`src/logic/act_geom_pkg.sv`:
```
`default_nettype none

package act_geom_pkg;

    // ====================
    // geometry of the activation path
    // ====================

    // one global buffer word
    localparam int PORT_WIDTH  = 32;
    // one activation
    localparam int ELEM_WIDTH  = 8;
    // activations per block
    localparam int BLOCK_DEPTH = 8;

    typedef logic [PORT_WIDTH-1:0]               port_word_t;
    typedef logic [ELEM_WIDTH-1:0]               act_elem_t;
    // bit i set keeps activation i
    typedef logic [BLOCK_DEPTH-1:0]              flag_blk_t;
    // element 0 in the top byte
    typedef logic [BLOCK_DEPTH*ELEM_WIDTH-1:0]   act_blk_t;

endpackage

`default_nettype wire

```
`src/logic/gbf_pkg.sv`:
```
`default_nettype none

package gbf_pkg;

    // ====================
    // global buffer defaults
    // ====================

    // depth in port words
    localparam int ACT_DEPTH_DEF        = 16;
    localparam int FLAG_DEPTH_DEF       = 8;

    // request a refill once this many entries are free
    localparam int REFILL_THRESHOLD_DEF = 4;

endpackage

`default_nettype wire

```
`src/logic/gbf_ring_buffer.sv`:
```
`timescale 1ns/10ps
`default_nettype none

module gbf_ring_buffer
    import gbf_pkg::*;
#(
    parameter type payload_t        = logic [31:0],
    parameter int  DEPTH            = ACT_DEPTH_DEF,
    parameter int  REFILL_THRESHOLD = REFILL_THRESHOLD_DEF
) (
    input  logic     clk,
    input  logic     rst_n,
    input  logic     clear,
    input  logic     wr_valid,
    input  payload_t wr_data,
    output logic     wr_ready,
    output logic     rd_valid,
    input  logic     rd_ready,
    output payload_t rd_data,
    output logic     refill_req
);

    localparam int AW = (DEPTH > 1) ? $clog2(DEPTH) : 1;
    localparam int CW = $clog2(DEPTH + 1);

    payload_t      mem [DEPTH];
    logic [AW-1:0] wr_ptr;
    logic [AW-1:0] rd_ptr;
    // words held in the sram excluding the output register
    logic [CW-1:0] count;
    logic [CW-1:0] count_next;
    logic          wr_fire;
    logic          rd_en;

    assign wr_ready = (count != CW'(DEPTH));
    assign wr_fire  = wr_valid && wr_ready;
    // refill the output register when empty or being popped
    assign rd_en    = (count != '0) && (!rd_valid || rd_ready);

    always_comb begin
        count_next = count;
        if (wr_fire && !rd_en) begin
            count_next = count + 1'b1;
        end else if (!wr_fire && rd_en) begin
            count_next = count - 1'b1;
        end
    end

    // sram read data lands in the output register
    always_ff @(posedge clk) begin
        if (wr_fire) begin
            mem[wr_ptr] <= wr_data;
        end
        if (rd_en) begin
            rd_data <= mem[rd_ptr];
        end
    end

    always_ff @(posedge clk or negedge rst_n) begin
        if (!rst_n) begin
            wr_ptr     <= '0;
            rd_ptr     <= '0;
            count      <= '0;
            rd_valid   <= 1'b0;
            refill_req <= 1'b1;
        end else if (clear) begin
            wr_ptr     <= '0;
            rd_ptr     <= '0;
            count      <= '0;
            rd_valid   <= 1'b0;
            refill_req <= 1'b1;
        end else begin
            if (wr_fire) begin
                wr_ptr <= (wr_ptr == AW'(DEPTH - 1)) ? '0 : wr_ptr + 1'b1;
            end
            if (rd_en) begin
                rd_ptr <= (rd_ptr == AW'(DEPTH - 1)) ? '0 : rd_ptr + 1'b1;
            end
            count <= count_next;
            if (rd_en) begin
                rd_valid <= 1'b1;
            end else if (rd_ready) begin
                rd_valid <= 1'b0;
            end
            // free entries after this edge
            refill_req <= (DEPTH - int'(count_next)) >= REFILL_THRESHOLD;
        end
    end

endmodule

`default_nettype wire

```
`src/logic/word_unpacker.sv`:
```
`timescale 1ns/10ps
`default_nettype none

module word_unpacker #(
    parameter type word_t = logic [31:0],
    parameter type elem_t = logic [7:0]
) (
    input  logic  clk,
    input  logic  rst_n,
    input  logic  clear,
    input  logic  in_valid,
    input  word_t in_data,
    output logic  in_ready,
    output logic  out_valid,
    input  logic  out_ready,
    output elem_t out_data
);

    localparam int WW        = $bits(word_t);
    localparam int EW        = $bits(elem_t);
    localparam int NUM_ELEMS = WW / EW;
    localparam int LW        = $clog2(NUM_ELEMS + 1);

    word_t         word_q;
    // elements still to hand out
    logic [LW-1:0] left_q;
    logic          in_fire;
    logic          out_fire;

    assign in_ready  = (left_q == '0);
    assign out_valid = (left_q != '0);
    assign in_fire   = in_valid && in_ready;
    assign out_fire  = out_valid && out_ready;

    // leftmost element always sits at the top
    assign out_data  = elem_t'(word_q[WW-1 -: EW]);

    always_ff @(posedge clk) begin
        if (in_fire) begin
            word_q <= in_data;
        end else if (out_fire) begin
            word_q <= word_t'(word_q << EW);
        end
    end

    always_ff @(posedge clk or negedge rst_n) begin
        if (!rst_n) begin
            left_q <= '0;
        end else if (clear) begin
            left_q <= '0;
        end else if (in_fire) begin
            left_q <= LW'(NUM_ELEMS);
        end else if (out_fire) begin
            left_q <= left_q - 1'b1;
        end
    end

endmodule

`default_nettype wire

```
`src/logic/act_block_dispatch.sv`:
```
`timescale 1ns/10ps
`default_nettype none

module act_block_dispatch
    import act_geom_pkg::*;
(
    input  logic      clk,
    input  logic      rst_n,
    input  logic      clear,
    input  logic      elem_valid,
    input  act_elem_t elem_data,
    output logic      elem_ready,
    input  logic      flag_valid,
    input  flag_blk_t flag_data,
    output logic      flag_ready,
    output logic      blk_valid,
    input  logic      blk_ready,
    output flag_blk_t blk_flags,
    output act_blk_t  blk_data
);

    localparam int CNT_W = $clog2(BLOCK_DEPTH + 1);

    act_blk_t         data_q;
    flag_blk_t        flag_q;
    logic [CNT_W-1:0] elem_cnt;
    logic             flag_full;
    logic             blk_full;
    logic             elem_fire;
    logic             flag_fire;
    logic             blk_fire;

    // slots stay full until the block leaves, so no new input meanwhile
    assign blk_full   = (elem_cnt == CNT_W'(BLOCK_DEPTH)) && flag_full;
    assign elem_ready = (elem_cnt != CNT_W'(BLOCK_DEPTH));
    assign flag_ready = !flag_full;
    assign elem_fire  = elem_valid && elem_ready;
    assign flag_fire  = flag_valid && flag_ready;
    assign blk_fire   = blk_valid && blk_ready;

    // ====================
    // slot capture
    // ====================
    // first arrival ends up in the top byte
    always_ff @(posedge clk) begin
        if (elem_fire) begin
            data_q <= {data_q[(BLOCK_DEPTH-1)*ELEM_WIDTH-1:0], elem_data};
        end
        if (flag_fire) begin
            flag_q <= flag_data;
        end
    end

    always_ff @(posedge clk or negedge rst_n) begin
        if (!rst_n) begin
            elem_cnt  <= '0;
            flag_full <= 1'b0;
            blk_valid <= 1'b0;
        end else if (clear || blk_fire) begin
            elem_cnt  <= '0;
            flag_full <= 1'b0;
            blk_valid <= 1'b0;
        end else begin
            if (elem_fire) begin
                elem_cnt <= elem_cnt + 1'b1;
            end
            if (flag_fire) begin
                flag_full <= 1'b1;
            end
            if (blk_full) begin
                blk_valid <= 1'b1;
            end
        end
    end

    // ====================
    // pruning mask
    // ====================
    assign blk_flags = flag_q;

    always_comb begin
        for (int i = 0; i < BLOCK_DEPTH; i++) begin
            blk_data[(BLOCK_DEPTH-1-i)*ELEM_WIDTH +: ELEM_WIDTH] =
                flag_q[i] ? data_q[(BLOCK_DEPTH-1-i)*ELEM_WIDTH +: ELEM_WIDTH] : '0;
        end
    end

endmodule

`default_nettype wire

```
`src/logic/act_fetch_top.sv`:
```
`timescale 1ns/10ps
`default_nettype none

module act_fetch_top
    import act_geom_pkg::*;
    import gbf_pkg::*;
#(
    parameter int ACT_DEPTH        = ACT_DEPTH_DEF,
    parameter int FLAG_DEPTH       = FLAG_DEPTH_DEF,
    parameter int REFILL_THRESHOLD = REFILL_THRESHOLD_DEF
) (
    input  logic       clk,
    input  logic       rst_n,
    input  logic       layer_clear,
    input  logic       act_wr_valid,
    input  port_word_t act_wr_data,
    output logic       act_wr_ready,
    input  logic       flag_wr_valid,
    input  port_word_t flag_wr_data,
    output logic       flag_wr_ready,
    output logic       act_refill_req,
    output logic       flag_refill_req,
    output logic       blk_valid,
    input  logic       blk_ready,
    output flag_blk_t  blk_flags,
    output act_blk_t   blk_data
);

    // buffer to unpacker
    logic       act_pop_valid;
    logic       act_pop_ready;
    port_word_t act_pop_data;
    logic       flag_pop_valid;
    logic       flag_pop_ready;
    port_word_t flag_pop_data;

    // unpacker to dispatcher
    logic       elem_valid;
    logic       elem_ready;
    act_elem_t  elem_data;
    logic       flg_valid;
    logic       flg_ready;
    flag_blk_t  flg_data;

    // ====================
    // global buffers
    // ====================
    gbf_ring_buffer #(
        .payload_t        (port_word_t),
        .DEPTH            (ACT_DEPTH),
        .REFILL_THRESHOLD (REFILL_THRESHOLD)
    ) act_gbf_i (
        .clk        (clk),
        .rst_n      (rst_n),
        .clear      (layer_clear),
        .wr_valid   (act_wr_valid),
        .wr_data    (act_wr_data),
        .wr_ready   (act_wr_ready),
        .rd_valid   (act_pop_valid),
        .rd_ready   (act_pop_ready),
        .rd_data    (act_pop_data),
        .refill_req (act_refill_req)
    );

    gbf_ring_buffer #(
        .payload_t        (port_word_t),
        .DEPTH            (FLAG_DEPTH),
        .REFILL_THRESHOLD (REFILL_THRESHOLD)
    ) flag_gbf_i (
        .clk        (clk),
        .rst_n      (rst_n),
        .clear      (layer_clear),
        .wr_valid   (flag_wr_valid),
        .wr_data    (flag_wr_data),
        .wr_ready   (flag_wr_ready),
        .rd_valid   (flag_pop_valid),
        .rd_ready   (flag_pop_ready),
        .rd_data    (flag_pop_data),
        .refill_req (flag_refill_req)
    );

    // ====================
    // unpackers
    // ====================
    word_unpacker #(
        .word_t (port_word_t),
        .elem_t (act_elem_t)
    ) act_unpack_i (
        .clk       (clk),
        .rst_n     (rst_n),
        .clear     (layer_clear),
        .in_valid  (act_pop_valid),
        .in_data   (act_pop_data),
        .in_ready  (act_pop_ready),
        .out_valid (elem_valid),
        .out_ready (elem_ready),
        .out_data  (elem_data)
    );

    // one flag byte per block
    word_unpacker #(
        .word_t (port_word_t),
        .elem_t (flag_blk_t)
    ) flag_unpack_i (
        .clk       (clk),
        .rst_n     (rst_n),
        .clear     (layer_clear),
        .in_valid  (flag_pop_valid),
        .in_data   (flag_pop_data),
        .in_ready  (flag_pop_ready),
        .out_valid (flg_valid),
        .out_ready (flg_ready),
        .out_data  (flg_data)
    );

    act_block_dispatch act_dispatch_i (
        .clk        (clk),
        .rst_n      (rst_n),
        .clear      (layer_clear),
        .elem_valid (elem_valid),
        .elem_data  (elem_data),
        .elem_ready (elem_ready),
        .flag_valid (flg_valid),
        .flag_data  (flg_data),
        .flag_ready (flg_ready),
        .blk_valid  (blk_valid),
        .blk_ready  (blk_ready),
        .blk_flags  (blk_flags),
        .blk_data   (blk_data)
    );

endmodule

`default_nettype wire

```
`config.mk`:
```
export PLATFORM = sky130hd
export DESIGN_NAME = act_fetch_top
export DESIGN_NICKNAME = d
export VERILOG_FILES = /design/src/logic/act_geom_pkg.sv /design/src/logic/gbf_pkg.sv /design/src/logic/gbf_ring_buffer.sv /design/src/logic/word_unpacker.sv /design/src/logic/act_block_dispatch.sv /design/src/logic/act_fetch_top.sv
export SDC_FILE = /design/constraint.sdc
export NUM_CORES = 1
export LEC_CHECK = 0
export BUFFER_PORTS_ARGS = -buffer_cell sky130_fd_sc_hd__buf_4
export CAP_MARGIN = 40
export CORE_ASPECT_RATIO = 1.2
export CORE_MARGIN = 2
export CORE_UTILIZATION = 65
export CTS_CLUSTER_SIZE = 20
export DETAILED_ROUTE_END_ITERATION = 10
export PLACE_DENSITY = 0.85
export SETUP_SLACK_MARGIN = 0.3
export SKIP_CTS_REPAIR_TIMING = 1
export SYNTH_ARGS = -nofsm -noshare
export SYNTH_HDL_FRONTEND = slang
export SYNTH_SLANG_ARGS = --single-unit
```
`constraint.sdc`:
```
create_clock -name clk -period 9.7 [get_ports clk]
set_clock_uncertainty 0.15 [all_clocks]
set_input_delay 1.455 -clock clk [delete_from_list [all_inputs] [get_ports clk]]
set_output_delay 1.455 -clock clk [all_outputs]
set_load 0.1 [all_outputs]
```
==> metrics <==
Remaining DRCs=0; min-delay src=act_unpack_i.word_q[27]; PD cells=304 nW/um^2; Yosys reg bits=1007; cell chain of the critical path=inv_1 -> ha_1 -> nor3b_4 -> nand2_1 -> buf_4; Slew Viols, Final=0; core region area=~59000 sq um; Synth cell types=54; GRT Total Usage=between 20% and 30%; RD Place Congestion=0.803; Worst-path clk slew=roughly 60 ps; pin count of the biggest net entering global routing=70; worst hold path type=register to register; VDD IR max=approximately 0.00021 V; # rows=a little under 100; actual slew at the worst max-slew pin=966 ps; via/cell ratio=approximately 6.5; drt pass-1 iters=5; initial antenna violation count=2; clock latency on the worst-skew pair=between 600 and 700 ps; crit path max fanout=7; Max stage delay on crit path=about 450 ps; placed instance area=slightly above 40000 sq um; wirelength, routed=85600 microns; Sink Count=around 1000; RSZ-0062 raised after global routing=false; Final Cycle Share=40.2%; synth-to-layout area growth=13.6%; Clock Path Buffers=3; Worst Hold Endpoint=act_dispatch_i.data_q[3]; Mapped Cells=around 2000; Critical-path top delay cell=dfrtp_1; Critical Path RT=just over 8000 ps; Non-Filler Instances=3059; Primary FF master, synth=edfxtp_1; most frequent cells in the layout=edfxtp_1, buf_4, nand2_1; Worst setup EP type=primary output; CP Data Arrival Time=2290 ps; worst reg2reg setup slack=around 6000 ps; die width=about 230 microns; layout cells sized above 1=between 20% and 30%; LEAKAGE=14.8 nW; syn nets=between 2000 and 2500; nets@finish=approximately 2300; CTS Buf Count=92; H-Tree Level Count=3; worst reg2reg path startpoint=flag_unpack_i.left_q[0]; CP Class=register to primary output; Seq/Total Area, Yosys=~77%; YS warnings=0; ANT nets after route=0; IO Count=approximately 150; Hold Path Depth=0; Design Power=between 0.01 and 0.015 W; first-pass GRT wire length=128000 microns; Mean Syn Cell Area=a little under 20 sq um; initial cell density of the core=65.3%; worst reg2reg endpoint=flag_unpack_i.word_q[21]; initial DRC count=2378; Inst Count DP=a little under 3000; TritonCTS clock tree=built; DR vias=about 20000; crit path time final=3900 ps; setup TNS=0 ps; PortBufs=about 150; CTS root buf=clkbuf_16; post-DP HPWL=slightly below 50000 microns; number of global-route vias before repair=between 20000 and 25000; max-cap viol count=0; Die H=272 microns; headroom to the max-slew limit=between 30% and 40%; grt total ovfl=0; Post-Syn Area=between 30000 and 40000 sq um; full die area=around 60000 sq um; Final Hold Vio Count=0; commonest non-fill, non-tap cell in the layout=edfxtp_1; drt wl/cell=28.0 microns; Reg2Reg Depth=7; maximum clock frequency=around 260 MHz; EDFF count, synth=968; Final Cell Area=44000 sq um; Critical Path Start Type=register; Post-synth ARST share=under 10%; final setup fails=0; status=finished clean
==> area by class of cell <==
cell class / count / area (sq um)
clock inverters: 48 / 458
diodes: 2 / 5.00
fillers: 3086 / 15300
clock buffers: 121 / 2490
flip-flops and latches: 1007 / 30100
repair buffers: 188 / 1710
multi-input cells: 875 / 8240
well taps: 800 / 1000
inverters: 18 / 67.6
==> stage by stage <==
step / setup slack, ps / util [%] / hold slack [ps]
global placement: 6180 / 68.5 / 253
global route: 5740 / 74.2 / 275
detailed placement: 6060 / 69.2 / 257
finish: 5800 / 74.2 / 271
CTS: 5800 / 74.2 / 271
floorplan: 3860 / - / 250
==> worst max-delay path by stage <==
stage	endpoint	from
6_report	act_wr_ready	act_gbf_i.count[1]
4_1_cts	act_wr_ready	act_gbf_i.count[0]
3_3_place_gp	act_gbf_i.mem[7][18]	act_wr_valid
3_5_place_dp	act_gbf_i.mem[5][14]	act_wr_valid
5_1_grt	act_wr_ready	act_gbf_i.count[1]
2_1_floorplan	flag_gbf_i.mem[2][0]	flag_gbf_i.count[0]
==> metal layers <==
layer / global-route usage, % / wire, microns / part of all wire (%) / vias to the layer above
li1: - / - / - / 8338
met1: 35.2 / 29400 / 34 / 10209
met2: 49.0 / 45100 / 53 / 1202
met3: 5.38 / 7470 / 8.7 / 244
met4: 12.6 / 3520 / 4.1 / 0
met5: 0 / 0 / 0 / -
==> registers in the layout (all words and copies together) (netlist names), 4 cells and up <==
name	cells
flag_gbf_i.mem	256
flag_gbf_i.rd_data	32
act_dispatch_i.blk_flags	8
act_gbf_i.mem	512
act_dispatch_i.elem_cnt	4
act_gbf_i.rd_data	32
act_unpack_i.word_q	32
flag_unpack_i.word_q	32
act_gbf_i.wr_ptr	4
act_gbf_i.count	5
flag_gbf_i.count	4
act_dispatch_i.data_q	64
act_gbf_i.rd_ptr	4
==> cells by family after synthesis <==
family / Yosys count / synth area share [%]
multiplexers: 315 / 12.5
flip-flops: 1007 / 77.5
AND/OR/NAND/NOR: 321 / 4.24
adder cells (fa/ha/maj): 20 / 0.645
buffers and inverters: 112 / 1.46
XOR/XNOR: 12 / 0.271
AO/OA/AOI/OAI: 207 / 3.34
==> worst max-delay path, delay by kind of cell (launching register included) <==
family / cells / cell delay (ps)
adders and majority gates: 1 / 250
buffers and inverters: 2 / 400
DFF: 1 / 450
and+or+nand+nor: 2 / 540
==> synth_stat cells (all sizes together), types with 7 or more instances <==
library cell / number / share of area [%]
clkbuf: 38 / 0.37
a22oi: 33 / 0.64
dfrtp: 37 / 2.4
and3: 18 / 0.29
nor2: 31 / 0.30
nand3: 7 / 0.090
o21ai: 71 / 0.92
nand2: 138 / 1.4
mux2: 88 / 2.6
ha: 20 / 0.65
nor3b: 7 / 0.16
inv: 18 / 0.17
buf: 56 / 0.92
nor3: 11 / 0.14
a221oi: 32 / 0.72
edfxtp: 968 / 75
xor2: 8 / 0.18
and2: 83 / 1.3
a21oi: 57 / 0.75
mux2i: 99 / 2.6
mux4: 128 / 7.4
==> power by group <==
group	switching, W	internal, W	total, W
Combinational	0.00261	0.00116	0.00377
Sequential	0.000403	0.00567	0.00607
Clock	0.00154	0.00200	0.00355
No activity file was read; power rests on OpenSTA's default activity.
